[config.mk]
export PLATFORM = sky130hd
export DESIGN_NAME = mdu_top
export DESIGN_NICKNAME = d
export VERILOG_FILES = /design/src/mdu_pkg.sv /design/src/mdu_mult.sv /design/src/mdu_div.sv /design/src/mdu_complete.sv /design/src/mdu_top.sv
export VERILOG_INCLUDE_DIRS = /design/src /design/src/src
export SDC_FILE = /design/constraint.sdc
export NUM_CORES = 2
export LEC_CHECK = 0
export ABC_AREA = 1
export BUFFER_PORTS_ARGS = -buffer_cell sky130_fd_sc_hd__buf_2
export CAP_MARGIN = 15
export CORE_MARGIN = 2
export CORE_UTILIZATION = 55
export CTS_CLUSTER_SIZE = 12
export DETAILED_ROUTE_END_ITERATION = 8
export PLACE_DENSITY = 0.79
export SKIP_CTS_REPAIR_TIMING = 1
export SLEW_MARGIN = 10
export SYNTH_ARGS = -nofsm -noshare
export SYNTH_HDL_FRONTEND = slang
export SYNTH_HIERARCHICAL = 1
export SYNTH_SLANG_ARGS = --single-unit
export TNS_END_PERCENT = 100
[constraint.sdc]
create_clock -name clk_i -period 13.6 [get_ports clk_i]
set_clock_uncertainty 0.2 [all_clocks]
set_input_delay 1.36 -clock clk_i [delete_from_list [all_inputs] [get_ports clk_i]]
set_output_delay 1.36 -clock clk_i [all_outputs]
set_load 0.005 [all_outputs]
[src/mdu_settings.svh]
/*
 * Width settings for the multiply/divide unit.
 * Included by the package and by the RTL that sizes its datapath.
 */

`ifndef MDU_SETTINGS_SVH
`define MDU_SETTINGS_SVH

// Operand and result width
`define MDU_XLEN 32

// Half word for the 16x16 partial products
`define MDU_HALF 16

// Enough bits to index every quotient bit
`define MDU_CNT_W 5

`endif

[src/mdu_pkg.sv]
/*
 * Shared types of the multiply/divide unit.
 * Operand vectors, operator and state encodings, request and response.
 */

`default_nettype none

`include "mdu_settings.svh"

package mdu_pkg;

  // Plain vectors
  typedef logic [`MDU_XLEN-1:0]         word_t;
  typedef logic [`MDU_HALF-1:0]         half_t;
  typedef logic signed [2*`MDU_HALF+1:0] prod_t;
  typedef logic [`MDU_CNT_W-1:0]        div_cnt_t;

  // Divide forms have the top bit set
  typedef enum logic [2:0] {
    MD_MUL, MD_MULH, MD_MULHSU, MD_MULHU, MD_DIV, MD_DIVU, MD_REM, MD_REMU
  } md_op_e;

  typedef enum logic {MULT_LOW, MULT_HIGH} mult_state_e;

  typedef enum logic [2:0] {
    DIV_IDLE, DIV_ABS_A, DIV_ABS_B, DIV_COMP, DIV_LAST, DIV_SIGN, DIV_FINISH
  } div_state_e;

  typedef struct packed {
    md_op_e op;
    word_t  operand_a;
    word_t  operand_b;
  } md_req_t;

  typedef struct packed {
    logic  valid;
    word_t result;
  } md_resp_t;

endpackage

`default_nettype wire

[src/mdu_mult.sv]
/*
 * Two-state 16x16 partial-product multiplier for MUL, MULH, MULHSU, MULHU.
 * The low word is ready in MULT_LOW, the high word one cycle later.
 */

`timescale 1ns/1ps
`default_nettype none

`include "mdu_settings.svh"

module mdu_mult (
  input  logic              clk_i,
  input  logic              rst_ni,
  input  logic              start_i,
  input  mdu_pkg::md_req_t  req_i,
  input  logic              ready_i,
  output mdu_pkg::md_resp_t resp_o
);

  mdu_pkg::md_req_t     req_q;
  mdu_pkg::mult_state_e state_q;
  logic                 active_q;
  mdu_pkg::prod_t       upper_q;

  logic                     sign_a, sign_b;
  logic                     high_op;
  logic                     mult_valid;
  mdu_pkg::half_t           a_lo, a_hi, b_lo, b_hi;
  logic signed [`MDU_HALF:0] a_lo_x, a_hi_x, b_lo_x, b_hi_x;
  logic signed [`MDU_HALF:0] mult3_a;
  mdu_pkg::prod_t           prod_ll, prod_hl, prod_x;
  mdu_pkg::prod_t           ll_upper, psum, high_sum;
  mdu_pkg::word_t           low_word;

  //////////////////////////////
  // Operands and signs
  //////////////////////////////

  assign a_lo = req_q.operand_a[`MDU_HALF-1:0];
  assign a_hi = req_q.operand_a[`MDU_XLEN-1:`MDU_HALF];
  assign b_lo = req_q.operand_b[`MDU_HALF-1:0];
  assign b_hi = req_q.operand_b[`MDU_XLEN-1:`MDU_HALF];

  // MULH signs both operands and MULHSU only A
  assign sign_a  = (req_q.op == mdu_pkg::MD_MULH) | (req_q.op == mdu_pkg::MD_MULHSU);
  assign sign_b  = (req_q.op == mdu_pkg::MD_MULH);
  assign high_op = (req_q.op != mdu_pkg::MD_MUL);

  // Low halves never carry a sign
  assign a_lo_x = $signed({1'b0, a_lo});
  assign b_lo_x = $signed({1'b0, b_lo});
  assign a_hi_x = $signed({sign_a & a_hi[`MDU_HALF-1], a_hi});
  assign b_hi_x = $signed({sign_b & b_hi[`MDU_HALF-1], b_hi});

  //////////////////////////////
  // Partial products
  //////////////////////////////

  // Third multiplier does LH in the low state, HH in the high state
  assign mult3_a = (state_q == mdu_pkg::MULT_HIGH) ? a_hi_x : a_lo_x;

  assign prod_ll = a_lo_x * b_lo_x;
  assign prod_hl = a_hi_x * b_lo_x;
  assign prod_x  = mult3_a * b_hi_x;

  // Zero extended carry part of LL
  assign ll_upper = $signed({{(`MDU_HALF+2){1'b0}}, prod_ll[2*`MDU_HALF-1:`MDU_HALF]});

  // Middle sum is exact in 34 bits for every sign mode
  assign psum     = ll_upper + prod_hl + prod_x;
  assign low_word = {psum[`MDU_HALF-1:0], prod_ll[`MDU_HALF-1:0]};

  // Stored upper part is already sign extended
  assign high_sum = prod_x + upper_q;

  assign mult_valid = active_q & ((state_q == mdu_pkg::MULT_HIGH) | ~high_op);

  assign resp_o.valid  = mult_valid;
  assign resp_o.result = (state_q == mdu_pkg::MULT_HIGH) ? high_sum[`MDU_XLEN-1:0] : low_word;

  //////////////////////////////
  // FSM
  //////////////////////////////

  always_ff @(posedge clk_i or negedge rst_ni) begin
    if (!rst_ni) begin
      active_q <= 1'b0;
      state_q  <= mdu_pkg::MULT_LOW;
    end else if (start_i && !active_q) begin
      active_q <= 1'b1;
      state_q  <= mdu_pkg::MULT_LOW;
    end else if (active_q) begin
      if (!mult_valid) begin
        // High forms step on once the upper sum is stored
        state_q <= mdu_pkg::MULT_HIGH;
      end else if (ready_i) begin
        active_q <= 1'b0;
        state_q  <= mdu_pkg::MULT_LOW;
      end
    end
  end

  // Operands and intermediate sum
  always_ff @(posedge clk_i) begin
    if (start_i && !active_q) begin
      req_q <= req_i;
    end
    if (active_q && (state_q == mdu_pkg::MULT_LOW) && high_op) begin
      upper_q <= psum >>> `MDU_HALF;
    end
  end

endmodule

`default_nettype wire

[src/mdu_div.sv]
/*
 * Iterative restoring divider for DIV, DIVU, REM and REMU.
 * One subtractor serves the absolute values, the compares and the final negation.
 */

`timescale 1ns/1ps
`default_nettype none

`include "mdu_settings.svh"

module mdu_div (
  input  logic              clk_i,
  input  logic              rst_ni,
  input  logic              start_i,
  input  mdu_pkg::md_req_t  req_i,
  input  logic              ready_i,
  output mdu_pkg::md_resp_t resp_o
);

  mdu_pkg::div_state_e state_q, state_d;
  mdu_pkg::div_cnt_t   cnt_q, cnt_d, cnt_dec;
  logic                by_zero_q, by_zero_d;
  mdu_pkg::md_req_t    req_q;

  // Extra top bit keeps the bit shifted out of a large remainder
  logic [`MDU_XLEN:0]  rem_q, rem_d;
  mdu_pkg::word_t      den_q, den_d;
  mdu_pkg::word_t      numer_q, numer_d;
  mdu_pkg::word_t      quot_q, quot_d;

  logic [`MDU_XLEN:0]   sub_a, sub_b;
  logic [`MDU_XLEN+1:0] sub_res;
  logic                 is_ge;
  mdu_pkg::word_t       one_shift, next_rem, next_quot;
  logic                 b_zero, rem_req, is_rem, is_signed;
  logic                 sign_a, sign_b, change_sign;

  //////////////////////////////
  // Subtractor and compare
  //////////////////////////////

  // Borrow out means remainder below divisor
  assign sub_res = {1'b0, sub_a} - {1'b0, sub_b};
  assign is_ge   = ~sub_res[`MDU_XLEN+1];

  assign cnt_dec   = cnt_q - 1'b1;
  assign one_shift = mdu_pkg::word_t'(1) << cnt_q;
  assign next_rem  = is_ge ? sub_res[`MDU_XLEN-1:0] : rem_q[`MDU_XLEN-1:0];
  assign next_quot = is_ge ? (quot_q | one_shift) : quot_q;

  // Decode of the incoming request
  assign b_zero  = (req_i.operand_b == '0);
  assign rem_req = (req_i.op == mdu_pkg::MD_REM) | (req_i.op == mdu_pkg::MD_REMU);

  // Decode of the running request
  assign is_rem    = (req_q.op == mdu_pkg::MD_REM) | (req_q.op == mdu_pkg::MD_REMU);
  assign is_signed = (req_q.op == mdu_pkg::MD_DIV) | (req_q.op == mdu_pkg::MD_REM);
  assign sign_a    = req_q.operand_a[`MDU_XLEN-1] & is_signed;
  assign sign_b    = req_q.operand_b[`MDU_XLEN-1] & is_signed;

  // Remainder follows the dividend
  assign change_sign = is_rem ? sign_a : ((sign_a ^ sign_b) & ~by_zero_q);

  //////////////////////////////
  // FSM
  //////////////////////////////

  always_comb begin
    state_d   = state_q;
    cnt_d     = cnt_q;
    by_zero_d = by_zero_q;
    rem_d     = rem_q;
    den_d     = den_q;
    numer_d   = numer_q;
    quot_d    = quot_q;
    // Compare is the default use of the subtractor
    sub_a     = rem_q;
    sub_b     = {1'b0, den_q};

    unique case (state_q)
      mdu_pkg::DIV_IDLE: begin
        if (start_i) begin
          by_zero_d = b_zero;
          // Preset the divide by zero result
          rem_d     = rem_req ? {1'b0, req_i.operand_a} : {1'b0, {`MDU_XLEN{1'b1}}};
          state_d   = b_zero ? mdu_pkg::DIV_FINISH : mdu_pkg::DIV_ABS_A;
        end
      end

      mdu_pkg::DIV_ABS_A: begin
        sub_a   = '0;
        sub_b   = {1'b0, req_q.operand_a};
        numer_d = sign_a ? sub_res[`MDU_XLEN-1:0] : req_q.operand_a;
        quot_d  = '0;
        state_d = mdu_pkg::DIV_ABS_B;
      end

      mdu_pkg::DIV_ABS_B: begin
        sub_a   = '0;
        sub_b   = {1'b0, req_q.operand_b};
        den_d   = sign_b ? sub_res[`MDU_XLEN-1:0] : req_q.operand_b;
        // First remainder is the dividend MSB
        rem_d   = {{`MDU_XLEN{1'b0}}, numer_q[`MDU_XLEN-1]};
        cnt_d   = mdu_pkg::div_cnt_t'(`MDU_XLEN-1);
        state_d = mdu_pkg::DIV_COMP;
      end

      mdu_pkg::DIV_COMP: begin
        rem_d   = {next_rem, numer_q[cnt_dec]};
        quot_d  = next_quot;
        cnt_d   = cnt_dec;
        state_d = (cnt_q == 1) ? mdu_pkg::DIV_LAST : mdu_pkg::DIV_COMP;
      end

      mdu_pkg::DIV_LAST: begin
        // Only the wanted result is kept from here on
        rem_d   = {1'b0, (is_rem ? next_rem : next_quot)};
        state_d = mdu_pkg::DIV_SIGN;
      end

      mdu_pkg::DIV_SIGN: begin
        sub_a   = '0;
        sub_b   = {1'b0, rem_q[`MDU_XLEN-1:0]};
        rem_d   = change_sign ? {1'b0, sub_res[`MDU_XLEN-1:0]} : rem_q;
        state_d = mdu_pkg::DIV_FINISH;
      end

      mdu_pkg::DIV_FINISH: begin
        // Hold the result until the consumer takes it
        if (ready_i) begin
          state_d = mdu_pkg::DIV_IDLE;
        end
      end

      default: begin
        state_d = mdu_pkg::DIV_IDLE;
      end
    endcase
  end

  always_ff @(posedge clk_i or negedge rst_ni) begin
    if (!rst_ni) begin
      state_q   <= mdu_pkg::DIV_IDLE;
      cnt_q     <= '0;
      by_zero_q <= 1'b0;
    end else begin
      state_q   <= state_d;
      cnt_q     <= cnt_d;
      by_zero_q <= by_zero_d;
    end
  end

  // Datapath registers
  always_ff @(posedge clk_i) begin
    if ((state_q == mdu_pkg::DIV_IDLE) && start_i) begin
      req_q <= req_i;
    end
    rem_q   <= rem_d;
    den_q   <= den_d;
    numer_q <= numer_d;
    quot_q  <= quot_d;
  end

  assign resp_o.valid  = (state_q == mdu_pkg::DIV_FINISH);
  assign resp_o.result = rem_q[`MDU_XLEN-1:0];

endmodule

`default_nettype wire

[src/mdu_complete.sv]
/*
 * Completion stage of the multiply/divide unit.
 * Routes an accepted start to one unit and returns its result to the consumer.
 */

`timescale 1ns/1ps
`default_nettype none

module mdu_complete (
  input  logic              clk_i,
  input  logic              rst_ni,
  input  logic              start_i,
  input  mdu_pkg::md_req_t  req_i,
  input  logic              ready_i,
  input  mdu_pkg::md_resp_t mult_resp_i,
  input  mdu_pkg::md_resp_t div_resp_i,
  output logic              mult_start_o,
  output logic              div_start_o,
  output logic              mult_ready_o,
  output logic              div_ready_o,
  output logic              busy_o,
  output logic              valid_o,
  output mdu_pkg::word_t    result_o
);

  logic              busy_q;
  logic              sel_div_q;
  logic              accept;
  logic              req_is_div;
  mdu_pkg::md_resp_t resp_sel;

  // Starts while busy are dropped
  assign accept     = start_i & ~busy_q;
  assign req_is_div = req_i.op inside {mdu_pkg::MD_DIV, mdu_pkg::MD_DIVU,
                                       mdu_pkg::MD_REM, mdu_pkg::MD_REMU};

  assign mult_start_o = accept & ~req_is_div;
  assign div_start_o  = accept & req_is_div;

  // Ready reaches only the unit in flight
  assign mult_ready_o = ready_i & busy_q & ~sel_div_q;
  assign div_ready_o  = ready_i & busy_q & sel_div_q;

  assign resp_sel = sel_div_q ? div_resp_i : mult_resp_i;
  assign valid_o  = busy_q & resp_sel.valid;
  assign result_o = resp_sel.result;
  assign busy_o   = busy_q;

  always_ff @(posedge clk_i or negedge rst_ni) begin
    if (!rst_ni) begin
      busy_q    <= 1'b0;
      sel_div_q <= 1'b0;
    end else if (accept) begin
      busy_q    <= 1'b1;
      sel_div_q <= req_is_div;
    end else if (valid_o && ready_i) begin
      // Result taken, free for the next start
      busy_q <= 1'b0;
    end
  end

endmodule

`default_nettype wire

[src/mdu_top.sv]
/*
 * Top of the RV32M multiply/divide unit.
 * Start with a pulse when not busy, take the result while valid and ready.
 */

`timescale 1ns/1ps
`default_nettype none

module mdu_top (
  input  logic             clk_i,
  input  logic             rst_ni,
  input  logic             start_i,
  input  mdu_pkg::md_req_t req_i,
  input  logic             ready_i,
  output logic             busy_o,
  output logic             valid_o,
  output mdu_pkg::word_t   result_o
);

  // Unit handshakes
  logic              mult_start, div_start;
  logic              mult_ready, div_ready;
  mdu_pkg::md_resp_t mult_resp, div_resp;

  mdu_complete u_mdu_complete (
    .clk_i        (clk_i),
    .rst_ni       (rst_ni),
    .start_i      (start_i),
    .req_i        (req_i),
    .ready_i      (ready_i),
    .mult_resp_i  (mult_resp),
    .div_resp_i   (div_resp),
    .mult_start_o (mult_start),
    .div_start_o  (div_start),
    .mult_ready_o (mult_ready),
    .div_ready_o  (div_ready),
    .busy_o       (busy_o),
    .valid_o      (valid_o),
    .result_o     (result_o)
  );

  mdu_mult u_mdu_mult (
    .clk_i   (clk_i),
    .rst_ni  (rst_ni),
    .start_i (mult_start),
    .req_i   (req_i),
    .ready_i (mult_ready),
    .resp_o  (mult_resp)
  );

  mdu_div u_mdu_div (
    .clk_i   (clk_i),
    .rst_ni  (rst_ni),
    .start_i (div_start),
    .req_i   (req_i),
    .ready_i (div_ready),
    .resp_o  (div_resp)
  );

endmodule

`default_nettype wire

==> PnR_summary.wiki <==
{| class="wikitable"
! Metric !! Value
|-
| Core ar. || 94,870 µm²
|-
| Max-cap violation count || 0
|-
| FF-to-FF path depth || 42
|-
| Timing-limited maximum frequency || 76.54 MHz
|-
| Post-Syn Area || 52,580 µm²
|-
| Post-synthesis area per instance || 7.814 µm²
|-
| Fin crit share || 0.9607
|-
| Dominant combinational cell family by area after synthesis || adder cells
|-
| CTS tree || built
|-
| CP dominant cell by count || sky130_fd_sc_hd__fa_1
|-
| Status || complete, no violations
|-
| Standard-cell rows || 113
|-
| Post-synthesis simple-gate area fraction || 0.2061
|-
| Fill cell total of the finished layout || 8,524
|-
| Die Y-Extent || 313.2 µm
|-
| Setup TNS || 0 ns
|-
| Count of unresolved DRC violations after routing || 0
|-
| Most repeated cell in the gate-level netlist after synthesis || sky130_fd_sc_hd__nand2_1
|-
| Setup slack of the most critical reg-to-reg path || 1.06 ns
|-
| Starting utilization of the core area || 0.5542
|-
| Required time at the endpoint of the critical path || 12.04 ns
|-
| Wire length of the first global-routing pass || 257.1 mm
|-
| Number of nets still failing antenna checks after routing || 0
|-
| Number of antenna violations at the first check in global routing || 7
|-
| Most numerous cell types in the synthesized netlist || 1,737 x sky130_fd_sc_hd__nand2_1, 1,612 x sky130_fd_sc_hd__inv_1, 828 x sky130_fd_sc_hd__fa_1
|-
| Clock Sinks || 294
|-
| Total number of yosys warnings || 6
|-
| Area delta synth->final || 5.328%
|-
| Maximum level of the CTS H-tree || 2
|-
| Final core utilization || 0.5837
|-
| Number of placed I/O pins || 105
|-
| Number of synthesized register bits || 294
|-
| Area fraction in compound gates after synthesis || 0.06568
|-
| Min-Delay Path Depth || 2
|-
| Clock transition at the registers of the reported paths || 0.06 ns
|-
| Routed Wire Length || 163.7 mm
|-
| Post-placement cell count || 7,888
|-
| Area enclosed by the die boundary || 98,080 µm²
|-
| Crit path time final || 13.07 ns
|-
| End of the worst register-to-register path || u_mdu_mult/upper_q[17]$_DFFE_PP_
|-
| Transition at the pin with the smallest max-transition slack || 1.145 ns
|-
| Net count, final || 7,951
|-
| Die width || 313.2 µm
|-
| Share of final-layout standard cells stronger than drive strength 1 || 0.06109
|-
| Hold violation count in the final report || 0
|-
| Hold Path Origin || u_mdu_div/by_zero_q$_DFFE_PN0P_
|-
| Number of port buffers || 104
|-
| Arr. time, crit path || 11.51 ns
|-
| Setup Viol. Count Final || 0
|-
| Pins Over Slew Limit || 0
|-
| Kind of start point of the critical path || flip-flop
|-
| Number of unique standard cell types used by synthesis || 64
|-
| Gpl congestion || 1.018
|-
| Worst slew slack as a fraction of its limit || 0.2346
|-
| Peak per-stage delay on the critical path || 0.89 ns
|-
| Post-DR vias/cell || 5.611
|-
| Largest area contributor in the netlist || sky130_fd_sc_hd__fa_1
|-
| Crit end category || output pin
|-
| Synth top area share || 0.3153
|-
| Library cell used as clock root buffer || sky130_fd_sc_hd__clkbuf_16
|-
| Async SR Flop Fraction || 0.04422
|-
| Number of buffers created by CTS || 36
|-
| Count of flip-flops with a built-in enable after synthesis || 281
|-
| Ranking of synthesized cells by area || sky130_fd_sc_hd__fa_1 32%, sky130_fd_sc_hd__edfxtp_1 16%, sky130_fd_sc_hd__nand2_1 12%
|-
| GRT Resource Usage Total || 0.3397
|-
| Net count after synthesis || 7,995
|-
| Maximum clock insertion buffer count || 3
|-
| Mux cell area share after synthesis || 0.0003808
|-
| Drt first-iter violations || 4,858
|-
| Fraction of the yosys area taken by sequential cells || 0.1667
|-
| Worst path slowest cell || sky130_fd_sc_hd__edfxtp_1
|-
| Worst Hold Endpoint || u_mdu_div/by_zero_q$_DFFE_PN0P_
|-
| Adder-cell area share of the yosys netlist || 0.4029
|-
| Critical R2R Launch || u_mdu_mult/req_q[66]$_DFFE_PP_
|-
| RSZ-0062 raised after global routing || false
|-
| Latest clock arrival within the worst-skew pair || 0.58 ns
|-
| Top fanout value on the critical path || 17
|-
| Average routed wire per standard cell || 20.52 µm
|-
| Count of TritonRoute iterations in the first routing pass || 6
|-
| Number of global-route vias before repair || 45,950
|-
| GRT Residual Overflow || 0
|-
| Detail Placement HPWL || 133.4 mm
|-
| Main synth FF type || sky130_fd_sc_hd__edfxtp_1
|-
| Xor and xnor area share after synthesis || 0.01599
|-
| Via count || 44,770
|-
| Critical path start-end classification || flip-flop to output pin
|-
| Pin count of the biggest net entering global routing || 96
|-
| Gate count of the mapped netlist || 6,728
|-
| Worst Hold Class || flip-flop to flip-flop
|-
| Non-Filler Instances || 7,979
|}
==> metal layers <==
layer  global-route usage  vias to the layer above  routed length, µm
li1                     -                    20130                  -
met1               0.4515                    21660              64210
met2               0.5384                     2494              73390
met3              0.07271                      475              17700
met4               0.1500                        8               8299
met5                    0                        -                119
==> state kept, by name, summed over array words and instances (netlist names) <==
register                  count
u_mdu_complete/busy_o         1
u_mdu_mult/state_q            1
u_mdu_mult/b_hi              16
u_mdu_complete/sel_div_q      1
u_mdu_div/den_q              32
u_mdu_div/by_zero_q           1
u_mdu_mult/b_lo              16
u_mdu_div/rem_q              33
u_mdu_div/cnt_q               5
u_mdu_div/quot_q             32
u_mdu_div/state_q             3
u_mdu_mult/upper_q           18
u_mdu_div/numer_q            32
u_mdu_mult/active_q           1
u_mdu_div/req_q              67
u_mdu_mult/req_q              3
u_mdu_mult/a_hi              16
u_mdu_mult/a_lo              16
==> worst max path at each step <==
stage | from | end | slack, ns | cells past startpoint
finish | u_mdu_mult/b_lo[5]$_DFFE_PP_ | result_o[30] | 0.53 | 40
global placement | u_mdu_mult/a_lo[7]$_DFFE_PP_ | result_o[30] | 1.32 | 41
global route | u_mdu_mult/a_lo[13]$_DFFE_PP_ | result_o[30] | 0.01 | 39
detailed placement | u_mdu_mult/a_lo[7]$_DFFE_PP_ | result_o[30] | 1.21 | 40
floorplan | u_mdu_mult/a_lo[7]$_DFFE_PP_ | result_o[30] | 2.45 | 43
CTS | u_mdu_mult/a_lo[8]$_DFFE_PP_ | result_o[30] | 0.57 | 38
==> cell usage in the layout (no fill, tap or decap), types with 29 or more instances in the layout <==
master	n
sky130_fd_sc_hd__ha_1	368
sky130_fd_sc_hd__xnor2_1	36
sky130_fd_sc_hd__buf_4	81
sky130_fd_sc_hd__o21ai_0	206
sky130_fd_sc_hd__nand2_2	29
sky130_fd_sc_hd__buf_2	104
sky130_fd_sc_hd__nand2_1	1736
sky130_fd_sc_hd__nor2_1	390
sky130_fd_sc_hd__nand4_1	52
sky130_fd_sc_hd__fa_1	828
sky130_fd_sc_hd__xor2_1	60
sky130_fd_sc_hd__edfxtp_1	281
sky130_fd_sc_hd__o22ai_1	37
sky130_fd_sc_hd__nand3_1	277
sky130_fd_sc_hd__clkbuf_16	36
sky130_fd_sc_hd__a21oi_1	200
sky130_fd_sc_hd__o21ai_1	33
sky130_fd_sc_hd__inv_1	1610
sky130_fd_sc_hd__nor3_1	30
==> worst max-delay path: cells and delay by family, from the launching register on <==
family,cells,cell delay (ns)
buffers and inverters,9,0.88
and+or+nand+nor,10,1.30
AOI/OAI and AO/OA,6,1.14
adders and majority gates,14,6.50
xor gates and xnor gates,1,0.17
DFF,1,0.89
==> cell type report <==
type                       count  area (µm²)  share of cell area
timing repair buffer         193        1260             0.02275
clock inverter                18       225.2            0.004067
clock buffer                  47       962.2             0.01737
antenna                        3       7.507           0.0001356
inverter                    1646        6181              0.1116
multi-input combinational   4513       36390              0.6572
sequential                   294        8765              0.1583
tap                         1265        1583             0.02858
==> per-stage QoR <==
| stage | hold slack [ns] | cell area, µm² | setup slack, ns |
|---|---|---|---|
| 6_report | 0.3425 | 55380 | 0.5342 |
| 5_1_grt | 0.3577 | 55370 | 0.01323 |
| 4_1_cts | 0.3388 | 55130 | 0.5708 |
| 3_5_place_dp | 0.3307 | 53940 | 1.210 |
| 3_3_place_gp | 0.3101 | 53940 | 1.323 |
| 2_1_floorplan | 0.2867 | 52580 | 2.446 |
==> cell families (layout without fill, tap and decap cells) <==
family | after synthesis | count (layout)
compound gates | 600 | 600
xor+xnor | 96 | 96
fa+ha+maj | 1196 | 1196
buf+inv | 1921 | 1904
flops | 294 | 294
mux | 2 | 2
other cells | 0 | 3
simple gates | 2619 | 2619
Power is left out: the tool's default activity adds up to more than one toggle a clock period on the data nets, which glitch-free logic cannot reach.
